File: config.mk
export PLATFORM = sky130hd
export DESIGN_NAME = oculink_host
export DESIGN_NICKNAME = d
export VERILOG_FILES = /design/src/hw/oculink_pkg.sv /design/src/hw/config_rom.sv /design/src/hw/configurator.sv /design/src/hw/link_controller.sv /design/src/hw/doorbell.sv /design/src/hw/rq_arbiter.sv /design/src/hw/oculink_host.sv
export SDC_FILE = /design/constraint.sdc
export NUM_CORES = 1
export LEC_CHECK = 0
export BUFFER_PORTS_ARGS = -buffer_cell sky130_fd_sc_hd__buf_2
export CAP_MARGIN = 20
export CORE_AREA = 5 5 117 119
export CTS_CLUSTER_DIAMETER = 200
export DETAILED_ROUTE_END_ITERATION = 10
export DIE_AREA = 0 0 122 124
export HOLD_SLACK_MARGIN = 0.15
export PLACE_DENSITY = 0.88
export SLEW_MARGIN = 40
export SYNTH_ARGS = -nofsm -noshare
export SYNTH_HDL_FRONTEND = slang
export SYNTH_SLANG_ARGS = --single-unit
export TNS_END_PERCENT = 5
File: constraint.sdc
create_clock -name user_clk -period 1.99 [get_ports user_clk]
set_input_delay 0.398 -clock user_clk [delete_from_list [all_inputs] [get_ports user_clk]]
set_output_delay 0.398 -clock user_clk [all_outputs]
set_load 0.02 [all_outputs]
File: src/hw/oculink_pkg.sv
package oculink_pkg;

  // --------------------
  // Beat layout
  // --------------------
  localparam int DATA_WIDTH     = 128;
  localparam int DWORD_WIDTH    = 32;
  localparam int ADDR_WIDTH     = 64;
  localparam int TAG_WIDTH      = 8;
  localparam int TYPE_WIDTH     = 4;
  localparam int STATUS_WIDTH   = 3;
  localparam int CFG_OFF_WIDTH  = 12;
  localparam int QPTR_WIDTH     = 16;

  localparam int RQ_DATA_LSB    = 0;   // Payload dword
  localparam int RQ_ADDR_LSB    = 32;
  localparam int RQ_TAG_LSB     = 96;
  localparam int RQ_TYPE_LSB    = 104;
  localparam int CPL_TAG_LSB    = 32;
  localparam int CPL_STATUS_LSB = 40;

  // --------------------
  // Endpoint addressing
  // --------------------
  localparam logic [15:0]           TARGET_ID = 16'h0100;  // Bus 1, dev 0, fn 0
  localparam logic [ADDR_WIDTH-1:0] DB_BASE   = 64'hF000_1000;  // SQ0 tail
  localparam logic [ADDR_WIDTH-1:0] DB_STRIDE = 64'd4;

  typedef enum logic [TYPE_WIDTH-1:0] {
    REQ_MEM_WRITE  = 4'd0,
    REQ_CFG_WRITE0 = 4'd1
  } req_type_e;

  typedef enum logic [STATUS_WIDTH-1:0] {
    CPL_SC = 3'd0,
    CPL_UR = 3'd1,
    CPL_CA = 3'd4
  } cpl_status_e;

  typedef enum logic [1:0] {CTL_WAIT_LINK, CTL_CONFIG, CTL_READY, CTL_FAILED} ctl_state_e;
  typedef enum logic [1:0] {CFG_IDLE, CFG_SEND, CFG_WAIT_CPL} cfg_state_e;

  // Single-beat request, unused upper bits left zero
  function automatic logic [DATA_WIDTH-1:0] make_rq(input req_type_e rtype,
                                                    input logic [TAG_WIDTH-1:0] tag,
                                                    input logic [ADDR_WIDTH-1:0] addr,
                                                    input logic [DWORD_WIDTH-1:0] data);
    logic [DATA_WIDTH-1:0] beat;
    beat = '0;
    beat[RQ_DATA_LSB +: DWORD_WIDTH] = data;
    beat[RQ_ADDR_LSB +: ADDR_WIDTH]  = addr;
    beat[RQ_TAG_LSB +: TAG_WIDTH]    = tag;
    beat[RQ_TYPE_LSB +: TYPE_WIDTH]  = rtype;
    return beat;
  endfunction

endpackage

File: src/hw/config_rom.sv
`timescale 1ns/1ps

module config_rom
  import oculink_pkg::*;
#(
  parameter int ROM_ENTRIES    = 4,
  parameter int ROM_ADDR_WIDTH = 6
) (
  input  logic [ROM_ADDR_WIDTH-1:0] rom_addr,
  output logic [CFG_OFF_WIDTH-1:0]  rom_offset,
  output logic [DWORD_WIDTH-1:0]    rom_data
);

  logic in_range;

  assign in_range = (rom_addr < ROM_ADDR_WIDTH'(ROM_ENTRIES));

  always_comb begin
    rom_offset = '0;
    rom_data   = '0;
    if (in_range) begin
      case (rom_addr)
        'd0: begin rom_offset = 12'h010; rom_data = 32'hF000_0000; end  // BAR0 low
        'd1: begin rom_offset = 12'h014; rom_data = 32'h0000_0000; end  // BAR0 high
        'd2: begin rom_offset = 12'h004; rom_data = 32'h0000_0006; end  // Mem space + bus master
        'd3: begin rom_offset = 12'h03C; rom_data = 32'h0000_01FF; end  // Interrupt line/pin
        default: begin
          rom_offset = '0;
          rom_data   = '0;
        end
      endcase
    end
  end

endmodule

File: src/hw/configurator.sv
`timescale 1ns/1ps

module configurator
  import oculink_pkg::*;
#(
  parameter int ROM_ENTRIES    = 4,
  parameter int ROM_ADDR_WIDTH = 6
) (
  input  logic                      user_clk,
  input  logic                      user_reset,
  input  logic                      start_config,
  output logic                      cfg_done,
  output logic                      cfg_error,
  output logic [ROM_ADDR_WIDTH-1:0] rom_addr,
  input  logic [CFG_OFF_WIDTH-1:0]  rom_offset,
  input  logic [DWORD_WIDTH-1:0]    rom_data,
  output logic [DATA_WIDTH-1:0]     cfg_rq_tdata,
  output logic                      cfg_rq_tvalid,
  input  logic                      cfg_rq_tready,
  input  logic [DATA_WIDTH-1:0]     rc_tdata,
  input  logic                      rc_tvalid,
  output logic                      rc_tready
);

  cfg_state_e                state;
  logic [ROM_ADDR_WIDTH-1:0] entry;      // Also the request tag
  logic [ADDR_WIDTH-1:0]     cfg_addr;
  logic [TAG_WIDTH-1:0]      cpl_tag;
  cpl_status_e               cpl_status;
  logic                      tag_hit;
  logic                      last_entry;

  assign rom_addr = entry;

  // --------------------
  // Request beat
  // --------------------
  // Target ID in 31:16, register offset below it
  assign cfg_addr = {{(ADDR_WIDTH - 32){1'b0}}, TARGET_ID,
                     {(16 - CFG_OFF_WIDTH){1'b0}}, rom_offset};

  assign cfg_rq_tvalid = (state == CFG_SEND);
  assign cfg_rq_tdata  = make_rq(REQ_CFG_WRITE0, TAG_WIDTH'(entry), cfg_addr, rom_data);

  // --------------------
  // Completion matching
  // --------------------
  assign rc_tready  = (state == CFG_WAIT_CPL);
  assign cpl_tag    = rc_tdata[CPL_TAG_LSB +: TAG_WIDTH];
  assign cpl_status = cpl_status_e'(rc_tdata[CPL_STATUS_LSB +: STATUS_WIDTH]);
  assign tag_hit    = rc_tvalid && rc_tready && (cpl_tag == TAG_WIDTH'(entry));
  assign last_entry = (entry == ROM_ADDR_WIDTH'(ROM_ENTRIES - 1));

  always_ff @(posedge user_clk) begin
    if (user_reset) begin
      state     <= CFG_IDLE;
      entry     <= '0;
      cfg_done  <= 1'b0;
      cfg_error <= 1'b0;
    end else begin
      cfg_done  <= 1'b0;
      cfg_error <= 1'b0;
      case (state)
        CFG_IDLE: if (start_config) begin
          entry <= '0;
          state <= CFG_SEND;
        end
        CFG_SEND: if (cfg_rq_tready) state <= CFG_WAIT_CPL;
        CFG_WAIT_CPL: begin
          // Other tags are consumed and dropped
          if (tag_hit) begin
            if (cpl_status != CPL_SC) begin
              cfg_error <= 1'b1;
              state     <= CFG_IDLE;
            end else if (last_entry) begin
              cfg_done <= 1'b1;
              state    <= CFG_IDLE;
            end else begin
              entry <= entry + 1'b1;
              state <= CFG_SEND;
            end
          end
        end
        default: state <= CFG_IDLE;
      endcase
    end
  end

endmodule

File: src/hw/link_controller.sv
`timescale 1ns/1ps

module link_controller
  import oculink_pkg::*;
(
  input  logic                  user_clk,
  input  logic                  user_reset,
  input  logic                  user_lnk_up,
  output logic                  start_config,
  input  logic                  cfg_done,
  input  logic                  cfg_error,
  input  logic                  ring_sq,
  input  logic [QPTR_WIDTH-1:0] sq_tail,
  input  logic                  ring_cq,
  input  logic [QPTR_WIDTH-1:0] cq_head,
  output logic                  write_sqtdbl,
  output logic [QPTR_WIDTH-1:0] sqt_value,
  output logic                  write_cqhdbl,
  output logic [QPTR_WIDTH-1:0] cqh_value,
  input  logic                  write_sqtdbl_done,
  input  logic                  write_cqhdbl_done,
  output logic                  port_ready,
  output logic                  cfg_fail
);

  localparam int SQ = 0;
  localparam int CQ = 1;

  ctl_state_e            state;
  logic [1:0]            ring_in;
  logic [1:0]            done_in;
  logic [1:0]            pend;     // Ring seen, not yet issued
  logic [1:0]            req;      // Write level towards doorbell
  logic [1:0]            issue;
  logic [QPTR_WIDTH-1:0] ring_val [2];
  logic [QPTR_WIDTH-1:0] pend_val [2];
  logic [QPTR_WIDTH-1:0] req_val  [2];

  assign port_ready = (state == CTL_READY);
  assign cfg_fail   = (state == CTL_FAILED);

  always_ff @(posedge user_clk) begin
    if (user_reset) begin
      state        <= CTL_WAIT_LINK;
      start_config <= 1'b0;
    end else begin
      start_config <= 1'b0;
      case (state)
        CTL_WAIT_LINK: if (user_lnk_up) begin
          start_config <= 1'b1;
          state        <= CTL_CONFIG;
        end
        CTL_CONFIG: begin
          if (cfg_error)     state <= CTL_FAILED;  // Sticky until reset
          else if (cfg_done) state <= CTL_READY;
        end
        default: state <= state;
      endcase
    end
  end

  // --------------------
  // Doorbell requests
  // --------------------
  assign ring_in     = {ring_cq, ring_sq};
  assign done_in     = {write_cqhdbl_done, write_sqtdbl_done};
  assign ring_val[SQ] = sq_tail;
  assign ring_val[CQ] = cq_head;
  assign issue       = pend & ~req & {2{state == CTL_READY}};

  assign write_sqtdbl = req[SQ];
  assign sqt_value    = req_val[SQ];
  assign write_cqhdbl = req[CQ];
  assign cqh_value    = req_val[CQ];

  always_ff @(posedge user_clk) begin
    if (user_reset) begin
      pend <= '0;
      req  <= '0;
    end else begin
      for (int i = 0; i < 2; i++) begin
        if (ring_in[i])    pend[i] <= 1'b1;  // A ring in the issue cycle stays pending
        else if (issue[i]) pend[i] <= 1'b0;
        if (issue[i])        req[i] <= 1'b1;
        else if (done_in[i]) req[i] <= 1'b0;
      end
    end
  end

  always_ff @(posedge user_clk) begin
    for (int i = 0; i < 2; i++) begin
      if (ring_in[i]) pend_val[i] <= ring_val[i];  // Latest ring wins
      if (issue[i])   req_val[i]  <= pend_val[i];  // Frozen for the write
    end
  end

endmodule

File: src/hw/doorbell.sv
`timescale 1ns/1ps

module doorbell
  import oculink_pkg::*;
(
  input  logic                  user_clk,
  input  logic                  user_reset,
  input  logic                  write_sqtdbl,
  input  logic [QPTR_WIDTH-1:0] sqt_value,
  input  logic                  write_cqhdbl,
  input  logic [QPTR_WIDTH-1:0] cqh_value,
  output logic                  write_sqtdbl_done,
  output logic                  write_cqhdbl_done,
  output logic [DATA_WIDTH-1:0] db_rq_tdata,
  output logic                  db_rq_tvalid,
  input  logic                  db_rq_tready
);

  logic                   cq_sel;      // Doorbell in flight is the CQ one
  logic                   done_cycle;
  logic                   load_sq;
  logic                   load_cq;
  logic [ADDR_WIDTH-1:0]  db_addr;
  logic [DWORD_WIDTH-1:0] db_data;

  // Write level is still up during the done pulse
  assign done_cycle = write_sqtdbl_done || write_cqhdbl_done;
  assign load_sq    = !db_rq_tvalid && !done_cycle && write_sqtdbl;
  assign load_cq    = !db_rq_tvalid && !done_cycle && !write_sqtdbl && write_cqhdbl;

  assign db_addr = load_sq ? DB_BASE : DB_BASE + DB_STRIDE;
  assign db_data = DWORD_WIDTH'(load_sq ? sqt_value : cqh_value);

  always_ff @(posedge user_clk) begin
    if (user_reset) begin
      db_rq_tvalid      <= 1'b0;
      cq_sel            <= 1'b0;
      write_sqtdbl_done <= 1'b0;
      write_cqhdbl_done <= 1'b0;
    end else begin
      if (load_sq || load_cq) begin
        db_rq_tvalid <= 1'b1;
        cq_sel       <= load_cq;
      end else if (db_rq_tready) begin
        db_rq_tvalid <= 1'b0;
      end
      write_sqtdbl_done <= db_rq_tvalid && db_rq_tready && !cq_sel;
      write_cqhdbl_done <= db_rq_tvalid && db_rq_tready && cq_sel;
    end
  end

  always_ff @(posedge user_clk) begin
    if (load_sq || load_cq) db_rq_tdata <= make_rq(REQ_MEM_WRITE, '0, db_addr, db_data);
  end

endmodule

File: src/hw/rq_arbiter.sv
`timescale 1ns/1ps

module rq_arbiter
  import oculink_pkg::*;
(
  input  logic                  user_clk,
  input  logic                  user_reset,
  input  logic [DATA_WIDTH-1:0] cfg_rq_tdata,
  input  logic                  cfg_rq_tvalid,
  output logic                  cfg_rq_tready,
  input  logic [DATA_WIDTH-1:0] db_rq_tdata,
  input  logic                  db_rq_tvalid,
  output logic                  db_rq_tready,
  output logic [DATA_WIDTH-1:0] rq_tdata,
  output logic                  rq_tvalid,
  input  logic                  rq_tready
);

  logic load_en;

  // Output slot free, or its beat leaves this cycle
  assign load_en = !rq_tvalid || rq_tready;

  // --------------------
  // Fixed priority
  // --------------------
  assign cfg_rq_tready = load_en && cfg_rq_tvalid;
  assign db_rq_tready  = load_en && db_rq_tvalid && !cfg_rq_tvalid;

  always_ff @(posedge user_clk) begin
    if (user_reset) begin
      rq_tvalid <= 1'b0;
    end else if (load_en) begin
      rq_tvalid <= cfg_rq_tvalid || db_rq_tvalid;
    end
  end

  always_ff @(posedge user_clk) begin
    if (cfg_rq_tready) begin
      rq_tdata <= cfg_rq_tdata;
    end else if (db_rq_tready) begin
      rq_tdata <= db_rq_tdata;
    end
  end

endmodule

File: src/hw/oculink_host.sv
`timescale 1ns/1ps

module oculink_host
  import oculink_pkg::*;
#(
  parameter int ROM_ENTRIES    = 4,
  parameter int ROM_ADDR_WIDTH = 6
) (
  input  logic                  user_clk,
  input  logic                  user_reset,
  input  logic                  user_lnk_up,
  output logic [DATA_WIDTH-1:0] rq_tdata,
  output logic                  rq_tvalid,
  input  logic                  rq_tready,
  input  logic [DATA_WIDTH-1:0] rc_tdata,
  input  logic                  rc_tvalid,
  output logic                  rc_tready,
  input  logic                  ring_sq,
  input  logic [QPTR_WIDTH-1:0] sq_tail,
  input  logic                  ring_cq,
  input  logic [QPTR_WIDTH-1:0] cq_head,
  output logic                  port_ready,
  output logic                  cfg_fail
);

  // --------------------
  // Controller handshakes
  // --------------------
  logic                  start_config;
  logic                  cfg_done;
  logic                  cfg_error;
  logic                  write_sqtdbl;
  logic [QPTR_WIDTH-1:0] sqt_value;
  logic                  write_cqhdbl;
  logic [QPTR_WIDTH-1:0] cqh_value;
  logic                  write_sqtdbl_done;
  logic                  write_cqhdbl_done;

  // Config table lookup
  logic [ROM_ADDR_WIDTH-1:0] rom_addr;
  logic [CFG_OFF_WIDTH-1:0]  rom_offset;
  logic [DWORD_WIDTH-1:0]    rom_data;

  // --------------------
  // Request sources
  // --------------------
  logic [DATA_WIDTH-1:0] cfg_rq_tdata;
  logic                  cfg_rq_tvalid;
  logic                  cfg_rq_tready;
  logic [DATA_WIDTH-1:0] db_rq_tdata;
  logic                  db_rq_tvalid;
  logic                  db_rq_tready;

  link_controller ctl0 (.*);

  configurator #(
    .ROM_ENTRIES    (ROM_ENTRIES),
    .ROM_ADDR_WIDTH (ROM_ADDR_WIDTH)
  ) cfg0 (.*);

  config_rom #(
    .ROM_ENTRIES    (ROM_ENTRIES),
    .ROM_ADDR_WIDTH (ROM_ADDR_WIDTH)
  ) rom0 (.*);

  doorbell db0 (.*);

  rq_arbiter arb0 (.*);  // Configurator has priority

endmodule

==> impl_metrics.json <==
{
  "outcome": "finished, final reports clean",
  "drt_iter0_drc": 164,
  "setup.worst_path.start": "cfg0.rom_addr[1]$_SDFFE_PP0P_",
  "cts_buffer_depth": 2,
  "grt_max_degree": 27,
  "placed_area_um2": 5846,
  "critPathBufInv": 0,
  "critPathCaptureType": "flop",
  "route.detailed.drc": 0,
  "dp_hpwl_mm": 6.892,
  "cp.depth": 5,
  "worst_pin_slew_ps": 616.4,
  "min_period_over_period_pct": 92.94,
  "path_cells": "ha_1 -> nand2_1 -> a31oi_4 -> o311ai_0 -> o41ai_2",
  "fp.dieH_um": 124,
  "power.density_nw_per_um2": 961.0,
  "rows": 41,
  "cts_sinks": 131,
  "clk_latency_ps": 410,
  "totalWireLength_mm": 9.702,
  "grt_first_pass_wirelength_mm": 14.61,
  "synth_flop_cell": "edfxtp_1",
  "fmax_mhz": 540.7,
  "cts_buffers": 17,
  "r2r-end": "cfg0.rom_addr[2]$_SDFFE_PP0P_",
  "yosysUniqueCellTypes": 40,
  "rsz0062_at_grt": "false",
  "first_global_vias": 2928,
  "p_leak_uw": 0.002788,
  "start_util_pct": 44.42,
  "hold_depth": 1,
  "cp_slowest_stage_delay_ps": 480,
  "nNetsFinal": 698,
  "design_area_um2": 6700,
  "syn-cell-area_um2": 5538,
  "clock-skew-final_ps": 7.790,
  "layout-drive-gt1-share_pct": 29.81,
  "setup_slack_ps": 140.5,
  "antenna_found_initial": 0,
  "layout_commonest_cell": "edfxtp_1",
  "finalHoldViolCount": 0,
  "cts_max_level": 4,
  "port_buffers": 90,
  "finalSetupViolations": 0,
  "cp_top_family": "compound AO/OA/AOI/OAI gates",
  "start_kind": "flop",
  "final_cell_mix": "edfxtp_1 (107), conb_1 (91), buf_2 (90)",
  "synth_edf_count": 107,
  "crit_fanout": 9,
  "track_usage_pct": 12.79,
  "endpoint": "cfg0.rom_addr[2]$_SDFFE_PP0P_",
  "die_area_um2": 15130,
  "drv_cap": 0,
  "drv_slew": 0,
  "syn_avg_cell_area_um2": 13.95,
  "holdCritPathClass": "in -> reg",
  "yosys_register_bits": 131,
  "critPathRequiredTime_ps": 2260,
  "area_delta_synth_final_pct": 20.99,
  "num_vias": 3044,
  "async_flop_share_pct": 0,
  "die_w_um": 122,
  "gp_congestion": 0.8823,
  "period_needed_ps": 1849,
  "ff2ff_setup_slack_ps": 140,
  "slew_headroom_pct": 58.86,
  "crit_arrival_ps": 2120,
  "tritoncts": "done",
  "postRouteAntennaNets": 0,
  "clk_pin_slew_ps": 60,
  "reg2reg_from": "cfg0.rom_addr[1]$_SDFFE_PP0P_",
  "vdd_ir_drop_max_mv": 0.9466,
  "avgViaCountPerCell": 4.275,
  "dr.pass1.iters": 4,
  "r2r_cells": 5,
  "critPathSlowestCell": "o311ai_0",
  "wire_per_inst_um": 13.63,
  "place_ws_ps": -92.90,
  "post_cts_buffers": 0,
  "synthCells": 397,
  "core_um2": 12470,
  "crit_type": "reg -> reg",
  "cts_root_buf": "clkbuf_16",
  "grt_overflow": 0,
  "io_pins": 299,
  "seq_area_frac_synth_pct": 66.70,
  "yosysWarnings": 0,
  "num_antenna_cells": 0
}
[routing by layer]
metal / global-route usage [%] / part of all wire [%] / routed length [um] / vias up
met5: 0 / 0 / 0 / -
met4: 6.232 / 1.1 / 103 / 0
met3: 4.314 / 9.7 / 945 / 7
met2: 19.68 / 47 / 4594 / 165
met1: 16.28 / 42 / 4060 / 1384
li1: - / - / - / 1488
[sequential cells by signal, summed over array words and instances, names as in the netlist, 2 cells and up]
signal and flops:
ctl0.state 2, cfg0.rom_addr 6, cfg0.state 2, ctl0.pend 2, ctl0.pend_val 32, db0.db_rq_tdata 17
arb0.rq_tdata 28, ctl0.req_val 32, ctl0.req 2
[stage by stage]
stage	TNS (ps)	utilization (%)	std cells	hold slack, ps	total power (uW)
final	0	53.75	712	168.0	6439
after global routing	0	53.75	712	151.8	6684
after CTS	0	53.56	710	150.4	6495
after detailed placement	-186.8	46.89	652	404.5	3511
after global placement	-27.81	46.87	652	407.2	3499
after floorplan	0	-	487	400.3	3537
[worst min path at each step]
stage,from,endpoint,slack (ps)
6_report,cq_head[0],ctl0.pend_val[0][16]$_DFFE_PP_,170
5_1_grt,sq_tail[11],ctl0.pend_val[0][11]$_DFFE_PP_,150
4_1_cts,cq_head[15],ctl0.pend_val[0][31]$_DFFE_PP_,150
3_5_place_dp,ctl0.pend_val[0][0]$_DFFE_PP_,ctl0.req_val[0][0]$_DFFE_PP_,400
3_3_place_gp,ctl0.pend_val[0][17]$_DFFE_PP_,ctl0.req_val[0][17]$_DFFE_PP_,410
2_1_floorplan,ctl0.pend_val[0][0]$_DFFE_PP_,ctl0.req_val[0][0]$_DFFE_PP_,400
[layout make-up]
cell class / instances / area, um2
clock buffer: 18 / 429.2
sequential: 131 / 3697
multi-input combinational: 241 / 1371
tap: 172 / 215.2
clock inverter: 14 / 138.9
timing repair buffer: 128 / 818.3
inverter: 8 / 30.03
fill: 1002 / 5766
[synthesized netlist by cell type, drive strengths merged (3+ instances only)]
cell | n | area share [%]
xor2 | 6 | 0.95
a21oi | 11 | 1.1
mux2 | 16 | 3.3
buf | 104 | 14
nand2 | 17 | 1.2
ha | 4 | 0.90
nand3 | 5 | 0.45
edfxtp | 107 | 58
o311ai | 4 | 0.63
a21o | 9 | 1.2
nand3b | 4 | 0.54
nor3 | 8 | 0.72
dfxtp | 24 | 8.7
nor2 | 23 | 1.6
and2 | 8 | 0.90
nand2b | 4 | 0.45
nor4 | 5 | 0.84
and3 | 7 | 0.79
inv | 7 | 0.47
clkbuf | 3 | 0.20
a31oi | 3 | 0.61
[report_power, final]
group	switching [uW]	internal [uW]	total (uW)
combinational	302	120	422
clock	1180	1750	2940
sequential	32.6	3050	3080
[kinds of logic after synthesis]
group                      Yosys count  synth area share [%]
and+or+nand+nor                     87                 8.247
AOI/OAI and AO/OA                   37                 5.151
DFF                                131                 66.70
other                                1               0.06772
buffers and inverters              115                 14.73
xor gates and xnor gates             6                0.9489
adders and majority gates            4                0.9038
muxes                               16                 3.253
[repair_timing]
action,CTS,global route
endpoints found under the setup margin,1,4
hold endpoints to repair,26,2
gates resized for setup,1,3
hold buffers,26,2
gates cloned,0,0
(Power assumes the default switching activity.)
